--- src/design/kbd_pkg.sv ---
package kbd_pkg;

	// 640x480 at the pixel clock
	localparam logic [9:0] H_ACTIVE = 10'd640;
	localparam logic [9:0] H_FRONT  = 10'd16;
	localparam logic [9:0] H_SYNC   = 10'd96;
	localparam logic [9:0] H_BACK   = 10'd48;
	localparam logic [9:0] H_TOTAL  = H_ACTIVE + H_FRONT + H_SYNC + H_BACK;

	localparam logic [9:0] V_ACTIVE = 10'd480;
	localparam logic [9:0] V_FRONT  = 10'd10;
	localparam logic [9:0] V_SYNC   = 10'd2;
	localparam logic [9:0] V_BACK   = 10'd33;
	localparam logic [9:0] V_TOTAL  = V_ACTIVE + V_FRONT + V_SYNC + V_BACK;

	// set 2 scan code prefixes
	localparam logic [7:0] BREAK_CODE = 8'hF0;
	localparam logic [7:0] EXT_CODE   = 8'hE0;

	localparam logic [7:0] KEY_Q = 8'h15;
	localparam logic [7:0] KEY_D = 8'h23;

	// bit 7 is the leftmost pixel
	localparam logic [7:0] GLYPH_Q [0:15] = '{
		8'h00, 8'h00, 8'h00, 8'h00, 8'h00, 8'h76, 8'hCC, 8'hCC,
		8'hCC, 8'hCC, 8'hCC, 8'h7C, 8'h0C, 8'h0C, 8'h1E, 8'h00
	};
	localparam logic [7:0] GLYPH_D [0:15] = '{
		8'h00, 8'h00, 8'h1C, 8'h0C, 8'h0C, 8'h3C, 8'h6C, 8'hCC,
		8'hCC, 8'hCC, 8'hCC, 8'h76, 8'h00, 8'h00, 8'h00, 8'h00
	};

	// segments a..g in bits 7..1, dp in bit 0, active high
	localparam logic [7:0] SEG_HEX [0:15] = '{
		8'hFC, 8'h60, 8'hDA, 8'hF2, 8'h66, 8'hB6, 8'hBE, 8'hE0,
		8'hFE, 8'hF6, 8'hEE, 8'h3E, 8'h9C, 8'h7A, 8'h9E, 8'h8E
	};

	// depth of the glyph renderer pipeline
	localparam int PIX_DELAY = 2;

endpackage

--- src/design/glyph_renderer.sv ---
module glyph_renderer (
	input  logic       clk,
	input  logic       rst,
	input  logic [9:0] h_addr,
	input  logic [9:0] v_addr,
	input  logic [7:0] last_key,
	input  logic       key_valid,
	output logic       pixel
);

	logic       in_rows;
	logic [7:0] row_sel;
	logic [7:0] row_bits;
	logic [2:0] col;
	logic       in_box;

	assign in_rows = (v_addr < 10'd16);

	// glyph row lookup for the current line
	always_comb begin
		row_sel = 8'h00;
		if (key_valid) begin
			case (last_key)
				kbd_pkg::KEY_Q: row_sel = kbd_pkg::GLYPH_Q[v_addr[3:0]];
				kbd_pkg::KEY_D: row_sel = kbd_pkg::GLYPH_D[v_addr[3:0]];
				default:        row_sel = 8'h00;
			endcase
		end
	end

	// stage 1
	always_ff @(posedge clk) begin
		if (in_rows)
			row_bits <= row_sel;
		col <= h_addr[2:0];
	end

	always_ff @(posedge clk) begin
		if (rst)
			in_box <= 1'b0;
		else
			in_box <= in_rows && (h_addr < 10'd8);
	end

	// stage 2, msb is the left edge
	always_ff @(posedge clk) begin
		if (rst)
			pixel <= 1'b0;
		else
			pixel <= in_box & row_bits[3'd7 - col];
	end

endmodule

--- src/design/kbd_display_top.sv ---
module kbd_display_top (
	input  logic        clk,
	input  logic        rst,
	input  logic        ps2_clk,
	input  logic        ps2_data,
	output logic        vga_hsync,
	output logic        vga_vsync,
	output logic        vga_blank_n,
	output logic [7:0]  vga_r,
	output logic [7:0]  vga_g,
	output logic [7:0]  vga_b,
	output logic [7:0]  seg0,
	output logic [7:0]  seg1,
	output logic [7:0]  seg4,
	output logic [7:0]  seg5,
	output logic [15:0] ledr
);

	logic [7:0] code;
	logic       code_valid;
	logic       parity_error;
	logic [7:0] last_key;
	logic       key_valid;
	logic [3:0] release_count;
	logic [9:0] h_addr;
	logic [9:0] v_addr;
	logic       pixel;

	ps2_receiver ps2_receiver_inst (
		.clk          (clk),
		.rst          (rst),
		.ps2_clk      (ps2_clk),
		.ps2_data     (ps2_data),
		.code         (code),
		.code_valid   (code_valid),
		.parity_error (parity_error)
	);

	key_event_decoder key_event_decoder_inst (
		.clk           (clk),
		.rst           (rst),
		.code          (code),
		.code_valid    (code_valid),
		.last_key      (last_key),
		.key_valid     (key_valid),
		.release_count (release_count)
	);

	vga_timing vga_timing_inst (
		.clk     (clk),
		.rst     (rst),
		.h_addr  (h_addr),
		.v_addr  (v_addr),
		.hsync   (vga_hsync),
		.vsync   (vga_vsync),
		.blank_n (vga_blank_n)
	);

	glyph_renderer glyph_renderer_inst (
		.clk       (clk),
		.rst       (rst),
		.h_addr    (h_addr),
		.v_addr    (v_addr),
		.last_key  (last_key),
		.key_valid (key_valid),
		.pixel     (pixel)
	);

	seg_display seg_display_inst (
		.last_key      (last_key),
		.key_valid     (key_valid),
		.release_count (release_count),
		.seg0          (seg0),
		.seg1          (seg1),
		.seg4          (seg4),
		.seg5          (seg5)
	);

	// white glyph on black
	assign vga_r = {8{pixel}};
	assign vga_g = {8{pixel}};
	assign vga_b = {8{pixel}};

	// top led unused
	assign ledr = {1'b0, last_key, release_count, key_valid, parity_error, pixel};

endmodule

--- src/design/key_event_decoder.sv ---
module key_event_decoder (
	input  logic       clk,
	input  logic       rst,
	input  logic [7:0] code,
	input  logic       code_valid,
	output logic [7:0] last_key,
	output logic       key_valid,
	output logic [3:0] release_count
);

	// two states: idle, or an F0 seen and waiting for the key
	logic break_pend;
	logic is_ext;
	logic is_break;

	assign is_ext   = (code == kbd_pkg::EXT_CODE);
	assign is_break = (code == kbd_pkg::BREAK_CODE);

	always_ff @(posedge clk) begin
		if (rst) begin
			break_pend    <= 1'b0;
			last_key      <= 8'h00;
			key_valid     <= 1'b0;
			release_count <= 4'd0;
		end else if (code_valid) begin
			if (is_ext) begin
				// extended keys are treated like their plain codes
				break_pend <= break_pend;
			end else if (is_break) begin
				break_pend <= 1'b1;
			end else if (break_pend) begin
				// release, last_key stays put
				break_pend    <= 1'b0;
				release_count <= release_count + 4'd1;
			end else begin
				last_key  <= code;
				key_valid <= 1'b1;
			end
		end
	end

endmodule

--- src/design/ps2_receiver.sv ---
module ps2_receiver (
	input  logic       clk,
	input  logic       rst,
	input  logic       ps2_clk,
	input  logic       ps2_data,
	output logic [7:0] code,
	output logic       code_valid,
	output logic       parity_error
);

	logic [1:0]  clk_sync;
	logic [1:0]  data_sync;
	logic        clk_prev;
	logic        fall;
	logic [3:0]  bit_cnt;
	logic [10:0] shift;
	logic [10:0] frame;
	logic        frame_ok;
	logic        parity_ok;

	// both lines idle high
	always_ff @(posedge clk) begin
		if (rst) begin
			clk_sync  <= 2'b11;
			data_sync <= 2'b11;
			clk_prev  <= 1'b1;
		end else begin
			clk_sync  <= {clk_sync[0], ps2_clk};
			data_sync <= {data_sync[0], ps2_data};
			clk_prev  <= clk_sync[1];
		end
	end

	assign fall = clk_prev & ~clk_sync[1];

	// lsb first, so the start bit ends up in bit 0
	assign frame     = {data_sync[1], shift[10:1]};
	assign frame_ok  = ~frame[0] & frame[10];
	assign parity_ok = ^frame[9:1];

	always_ff @(posedge clk) begin
		if (fall)
			shift <= frame;
		if (fall && bit_cnt == 4'd10)
			code <= frame[8:1];
	end

	always_ff @(posedge clk) begin
		if (rst) begin
			bit_cnt      <= 4'd0;
			code_valid   <= 1'b0;
			parity_error <= 1'b0;
		end else begin
			code_valid <= 1'b0;
			if (fall) begin
				if (bit_cnt == 4'd10) begin
					bit_cnt <= 4'd0;
					if (frame_ok && parity_ok)
						code_valid <= 1'b1;
					else if (frame_ok)
						parity_error <= 1'b1;
				end else if (bit_cnt != 4'd0 || !data_sync[1]) begin
					// wait for a low start bit before counting
					bit_cnt <= bit_cnt + 4'd1;
				end
			end
		end
	end

endmodule

--- src/design/seg_display.sv ---
module seg_display (
	input  logic [7:0] last_key,
	input  logic       key_valid,
	input  logic [3:0] release_count,
	output logic [7:0] seg0,
	output logic [7:0] seg1,
	output logic [7:0] seg4,
	output logic [7:0] seg5
);

	// displays are active low, all ones is blank
	localparam logic [7:0] SEG_OFF = 8'hFF;

	logic [7:0] key_lo;
	logic [7:0] key_hi;
	logic [7:0] rel_pat;

	assign key_lo  = kbd_pkg::SEG_HEX[last_key[3:0]];
	assign key_hi  = kbd_pkg::SEG_HEX[last_key[7:4]];
	assign rel_pat = kbd_pkg::SEG_HEX[release_count];

	// nothing to show until the first key press
	assign seg0 = key_valid ? ~key_lo : SEG_OFF;
	assign seg1 = key_valid ? ~key_hi : SEG_OFF;

	assign seg4 = ~rel_pat;
	// upper digit of the release count, always zero
	assign seg5 = ~kbd_pkg::SEG_HEX[0];

endmodule

--- src/design/vga_timing.sv ---
module vga_timing (
	input  logic       clk,
	input  logic       rst,
	output logic [9:0] h_addr,
	output logic [9:0] v_addr,
	output logic       hsync,
	output logic       vsync,
	output logic       blank_n
);

	localparam int D = kbd_pkg::PIX_DELAY;

	logic [9:0]   h_cnt;
	logic [9:0]   v_cnt;
	logic         hs_raw;
	logic         vs_raw;
	logic         active_raw;
	logic [D-1:0] hs_pipe;
	logic [D-1:0] vs_pipe;
	logic [D-1:0] act_pipe;

	always_ff @(posedge clk) begin
		if (rst) begin
			h_cnt <= 10'd0;
			v_cnt <= 10'd0;
		end else if (h_cnt == kbd_pkg::H_TOTAL - 10'd1) begin
			h_cnt <= 10'd0;
			if (v_cnt == kbd_pkg::V_TOTAL - 10'd1)
				v_cnt <= 10'd0;
			else
				v_cnt <= v_cnt + 10'd1;
		end else begin
			h_cnt <= h_cnt + 10'd1;
		end
	end

	assign h_addr = h_cnt;
	assign v_addr = v_cnt;

	// syncs are active low
	assign hs_raw = !(h_cnt >= kbd_pkg::H_ACTIVE + kbd_pkg::H_FRONT &&
		h_cnt < kbd_pkg::H_ACTIVE + kbd_pkg::H_FRONT + kbd_pkg::H_SYNC);
	assign vs_raw = !(v_cnt >= kbd_pkg::V_ACTIVE + kbd_pkg::V_FRONT &&
		v_cnt < kbd_pkg::V_ACTIVE + kbd_pkg::V_FRONT + kbd_pkg::V_SYNC);
	assign active_raw = (h_cnt < kbd_pkg::H_ACTIVE) && (v_cnt < kbd_pkg::V_ACTIVE);

	// delay to line up with the renderer output
	always_ff @(posedge clk) begin
		if (rst) begin
			hs_pipe  <= '1;
			vs_pipe  <= '1;
			act_pipe <= '0;
		end else begin
			hs_pipe  <= {hs_pipe[D-2:0], hs_raw};
			vs_pipe  <= {vs_pipe[D-2:0], vs_raw};
			act_pipe <= {act_pipe[D-2:0], active_raw};
		end
	end

	assign hsync   = hs_pipe[D-1];
	assign vsync   = vs_pipe[D-1];
	assign blank_n = act_pipe[D-1];

endmodule

--- config.mk ---
export PLATFORM = sky130hd
export DESIGN_NAME = kbd_display_top
export DESIGN_NICKNAME = d
export VERILOG_FILES = /design/src/design/kbd_pkg.sv /design/src/design/glyph_renderer.sv /design/src/design/kbd_display_top.sv /design/src/design/key_event_decoder.sv /design/src/design/ps2_receiver.sv /design/src/design/seg_display.sv /design/src/design/vga_timing.sv
export SDC_FILE = /design/constraint.sdc
export NUM_CORES = 1
export LEC_CHECK = 0
export ABC_AREA = 1
export BUFFER_PORTS_ARGS = -buffer_cell sky130_fd_sc_hd__buf_4
export CORE_ASPECT_RATIO = 1.5
export CORE_MARGIN = 3
export CORE_UTILIZATION = 55
export DETAILED_ROUTE_END_ITERATION = 16
export HOLD_SLACK_MARGIN = 0.03
export PLACE_DENSITY = 0.88
export REMOVE_ABC_BUFFERS = 1
export SLEW_MARGIN = 5
export SYNTH_ARGS = -nofsm -noshare
export SYNTH_HDL_FRONTEND = slang
export SYNTH_SLANG_ARGS = --single-unit
export TNS_END_PERCENT = 5
--- constraint.sdc ---
create_clock -name clk -period 4.3 [get_ports clk]
set_input_delay 0.86 -clock clk [delete_from_list [all_inputs] [get_ports clk]]
set_output_delay 0.86 -clock clk [all_outputs]
set_load 0.01 [all_outputs]
==> flow_summary.json <==
{
  "outcome": "complete, no violations",
  "setup.worst_path.start_class": "flip-flop",
  "critPathKind": "flip-flop to output port",
  "leakage_nw": 2.24,
  "cp-end-kind": "output port",
  "crit_fanout": 13,
  "cp.buffers_inverters": 2,
  "grt_pass1_vias": 3723,
  "drc": 0,
  "row_count": 40,
  "ys_seq_elements": 81,
  "cts_hold_buf": 0,
  "portBuffers": 66,
  "cp_top_family": "flip-flops",
  "hold_start": "vga_timing_inst.h_addr[1]",
  "yosysTopAreaCell": "dfxtp_1",
  "ys_warn_count": 0,
  "ios": 79,
  "cts_sinks": 81,
  "multi_input_area_sq_mm": 0.00222,
  "groute.usage.overall_pct": 20.5,
  "synthTopCellsByCount": "114 x nand2_1, 79 x inv_1, 71 x nor2_1",
  "synth_flop_cell": "dfxtp_1",
  "setup_viol": 0,
  "overflow": 0,
  "fin_crit_ps": 2700,
  "worstPathArrival_ps": 1840,
  "switching_share_pct": 21.7,
  "p_int_mw": 1.27,
  "area_delta_synth_final_pct": 12.6,
  "finalWirelength_um": 9840,
  "period_share_pct": 62.9,
  "cp-startpoint": "key_event_decoder_inst.last_key[2]",
  "dp.cells": 740,
  "syn_inst": 612,
  "register_area_sq_mm": 0.00187,
  "cpPeakStageDelay_ps": 570,
  "dieHeight_um": 119,
  "fin_worst_skew_ps": 6.49,
  "routedWlPerCell_um": 13.0,
  "synthesis.area_sq_mm": 0.00472,
  "power_switching_mw": 0.352,
  "synth.most_common_cell": "nand2_1",
  "drive_above_1_share_pct": 16.1,
  "clk_latency_ps": 340,
  "final_nets": 678,
  "worstPathCellList": "inv_1 > or2_2 > nand3_1 > o311ai_0 > buf_4",
  "final_cells": 756,
  "cts.htree.levels": 3,
  "comb_power_share_pct": 4.3,
  "hold_path.class": "flip-flop to flip-flop",
  "seq_area_frac_synth_pct": 39.7,
  "power_density_mw_per_mm2": 306,
  "clk_pin_slew_worst_paths_ps": 60,
  "cts_tree": "yes",
  "clock-root-buffer": "clkbuf_16",
  "drt_first_pass_iters": 7,
  "fp.dieW_um": 81.6,
  "dp_hpwl_um": 7160,
  "r2r-start": "key_event_decoder_inst.last_key[1]",
  "drt_iter0_markers": 229,
  "synth_edf_count": 25,
  "fmax_mhz": 370,
  "grt_max_degree": 26,
  "fillCellCount": 647,
  "syn_avg_cell_area_sq_um": 7.71,
  "clockPowerShare_pct": 46.0,
  "core_area_sq_mm": 0.00816,
  "grt_pass1_wl_um": 16000,
  "start_util_pct": 57.9,
  "finalHoldViolations": 0,
  "fin_tns_setup_ps": 0,
  "worstPathRequired_ps": 3440,
  "tightest_slew_ps": 732,
  "dieArea_sq_mm": 0.00975,
  "drv_slew": 0,
  "antenna_left": 0,
  "relSlewSlack_pct": 51.1,
  "synth_top_area_share_pct": 23.8,
  "post-cts-setup-buffers": 0,
  "crit_slowest_cell": "dfxtp_1",
  "diodes": 0,
  "finish.utilization_pct": 65.1,
  "cts_buffers": 9,
  "maxCapViolations": 0,
  "p_seq_share_pct": 49.7,
  "place_congestion": 0.895,
  "viasPerCell": 5.27,
  "hold_ws_ps": 387,
  "rsz0062_at_grt": "no",
  "antenna_found_initial": 0,
  "ctsResizeCount": 0,
  "ys_top_cells_by_area": "dfxtp_1 24%, edfxtp_1 16%, nand2_1 9.1%",
  "synth.distinct_cells": 43,
  "async_flop_share_pct": 0,
  "clock_path_buffers": 2,
  "vdd_drop_max_uv": 265,
  "power_mw": 1.63,
  "vias": 3982
}
[layout by cell type, fill, tap and decap left out, types with 4 or more instances in the layout]
master | Yosys | routed
buf_4 | 41 | 66
o21ai_0 | 20 | 20
o211ai_1 | 8 | 8
xor2_1 | 7 | 7
or2_2 | 8 | 8
conb_1 | 2 | 12
nand3_1 | 50 | 50
edfxtp_1 | 25 | 25
xnor2_1 | 4 | 4
dfxtp_1 | 56 | 56
nor3_1 | 16 | 16
ha_1 | 28 | 28
a21oi_1 | 20 | 20
nand4_1 | 8 | 8
nor2_2 | 4 | 4
nand2_1 | 114 | 114
nor2_1 | 71 | 71
clkbuf_16 | 0 | 9
inv_1 | 79 | 79
[power groups by stage]
stage          Clock [mW]  Sequential, mW  Combinational, mW
6_report            0.748           0.808             0.0693
3_5_place_dp            0           0.824             0.0691
2_1_floorplan           0           0.829             0.0303
5_1_grt             0.792           0.809             0.0768
4_1_cts             0.763           0.808             0.0700
3_3_place_gp            0           0.823             0.0663
[kinds of logic after synthesis]
logic type | count (synthesis) | synth area share [%]
flops | 81 | 39.7
simple gates | 289 | 27.9
xor+xnor | 11 | 2.04
other cells | 2 | 0.159
fa+ha+maj | 28 | 7.42
compound gates | 69 | 8.80
buf+inv | 132 | 14.0
[stage by stage]
| stage | instance area (sq um) | worst slack (ps) |
|---|---|---|
| final | 5310 | 1600 |
| after global routing | 5310 | 1460 |
| after CTS | 5310 | 1620 |
| after detailed placement | 5020 | 1990 |
| after global placement | 5020 | 2070 |
| after floorplan | 4390 | 1560 |
[worst paths after layout]
| path | endpoint | slack [ps] | cells past startpoint |
|---|---|---|---|
| worst min-delay path | glyph_renderer_inst.col[1] | 390 | 0 |
| worst max register to register | glyph_renderer_inst.row_bits[3] | 2480 | 8 |
| worst max-delay path | seg0[2] | 1600 | 5 |
| worst min register to register | glyph_renderer_inst.col[1] | 390 | 0 |
[metal layers]
| metal | wire, um | global-route usage, % | up-vias | share of wire [%] |
|---|---|---|---|---|
| li1 | - | - | 2005 | - |
| met1 | 3740 | 22.2 | 1811 | 38 |
| met2 | 5280 | 36.0 | 136 | 54 |
| met3 | 533 | 4.77 | 30 | 5.4 |
| met4 | 288 | 10.3 | 0 | 2.9 |
| met5 | 0 | 0 | - | 0 |
[sequential cells by signal, summed over array words and instances, names as in the netlist, 2 cells and up]
| register | cells |
|---|---|
| ps2_receiver_inst.data_sync | 2 |
| ps2_receiver_inst.clk_sync | 2 |
| vga_timing_inst.hs_pipe | 2 |
| vga_timing_inst.h_addr | 10 |
| key_event_decoder_inst.release_count | 4 |
| vga_timing_inst.v_addr | 10 |
| key_event_decoder_inst.last_key | 8 |
| vga_timing_inst.vs_pipe | 2 |
| glyph_renderer_inst.row_bits | 7 |
| ps2_receiver_inst.code | 8 |
| glyph_renderer_inst.col | 3 |
| ps2_receiver_inst.bit_cnt | 4 |
| vga_timing_inst.act_pipe | 2 |
| ps2_receiver_inst.shift | 10 |
[layout make-up]
type                       count  share of cell area, %
tap                          105                   2.47
multi-input combinational    409                   41.8
timing repair buffer          66                   9.32
sequential                    81                   35.2
inverter                      79                   5.58
clock inverter                 7                   1.32
clock buffer                   9                   4.24
No activity file was read; power rests on OpenSTA's default activity.
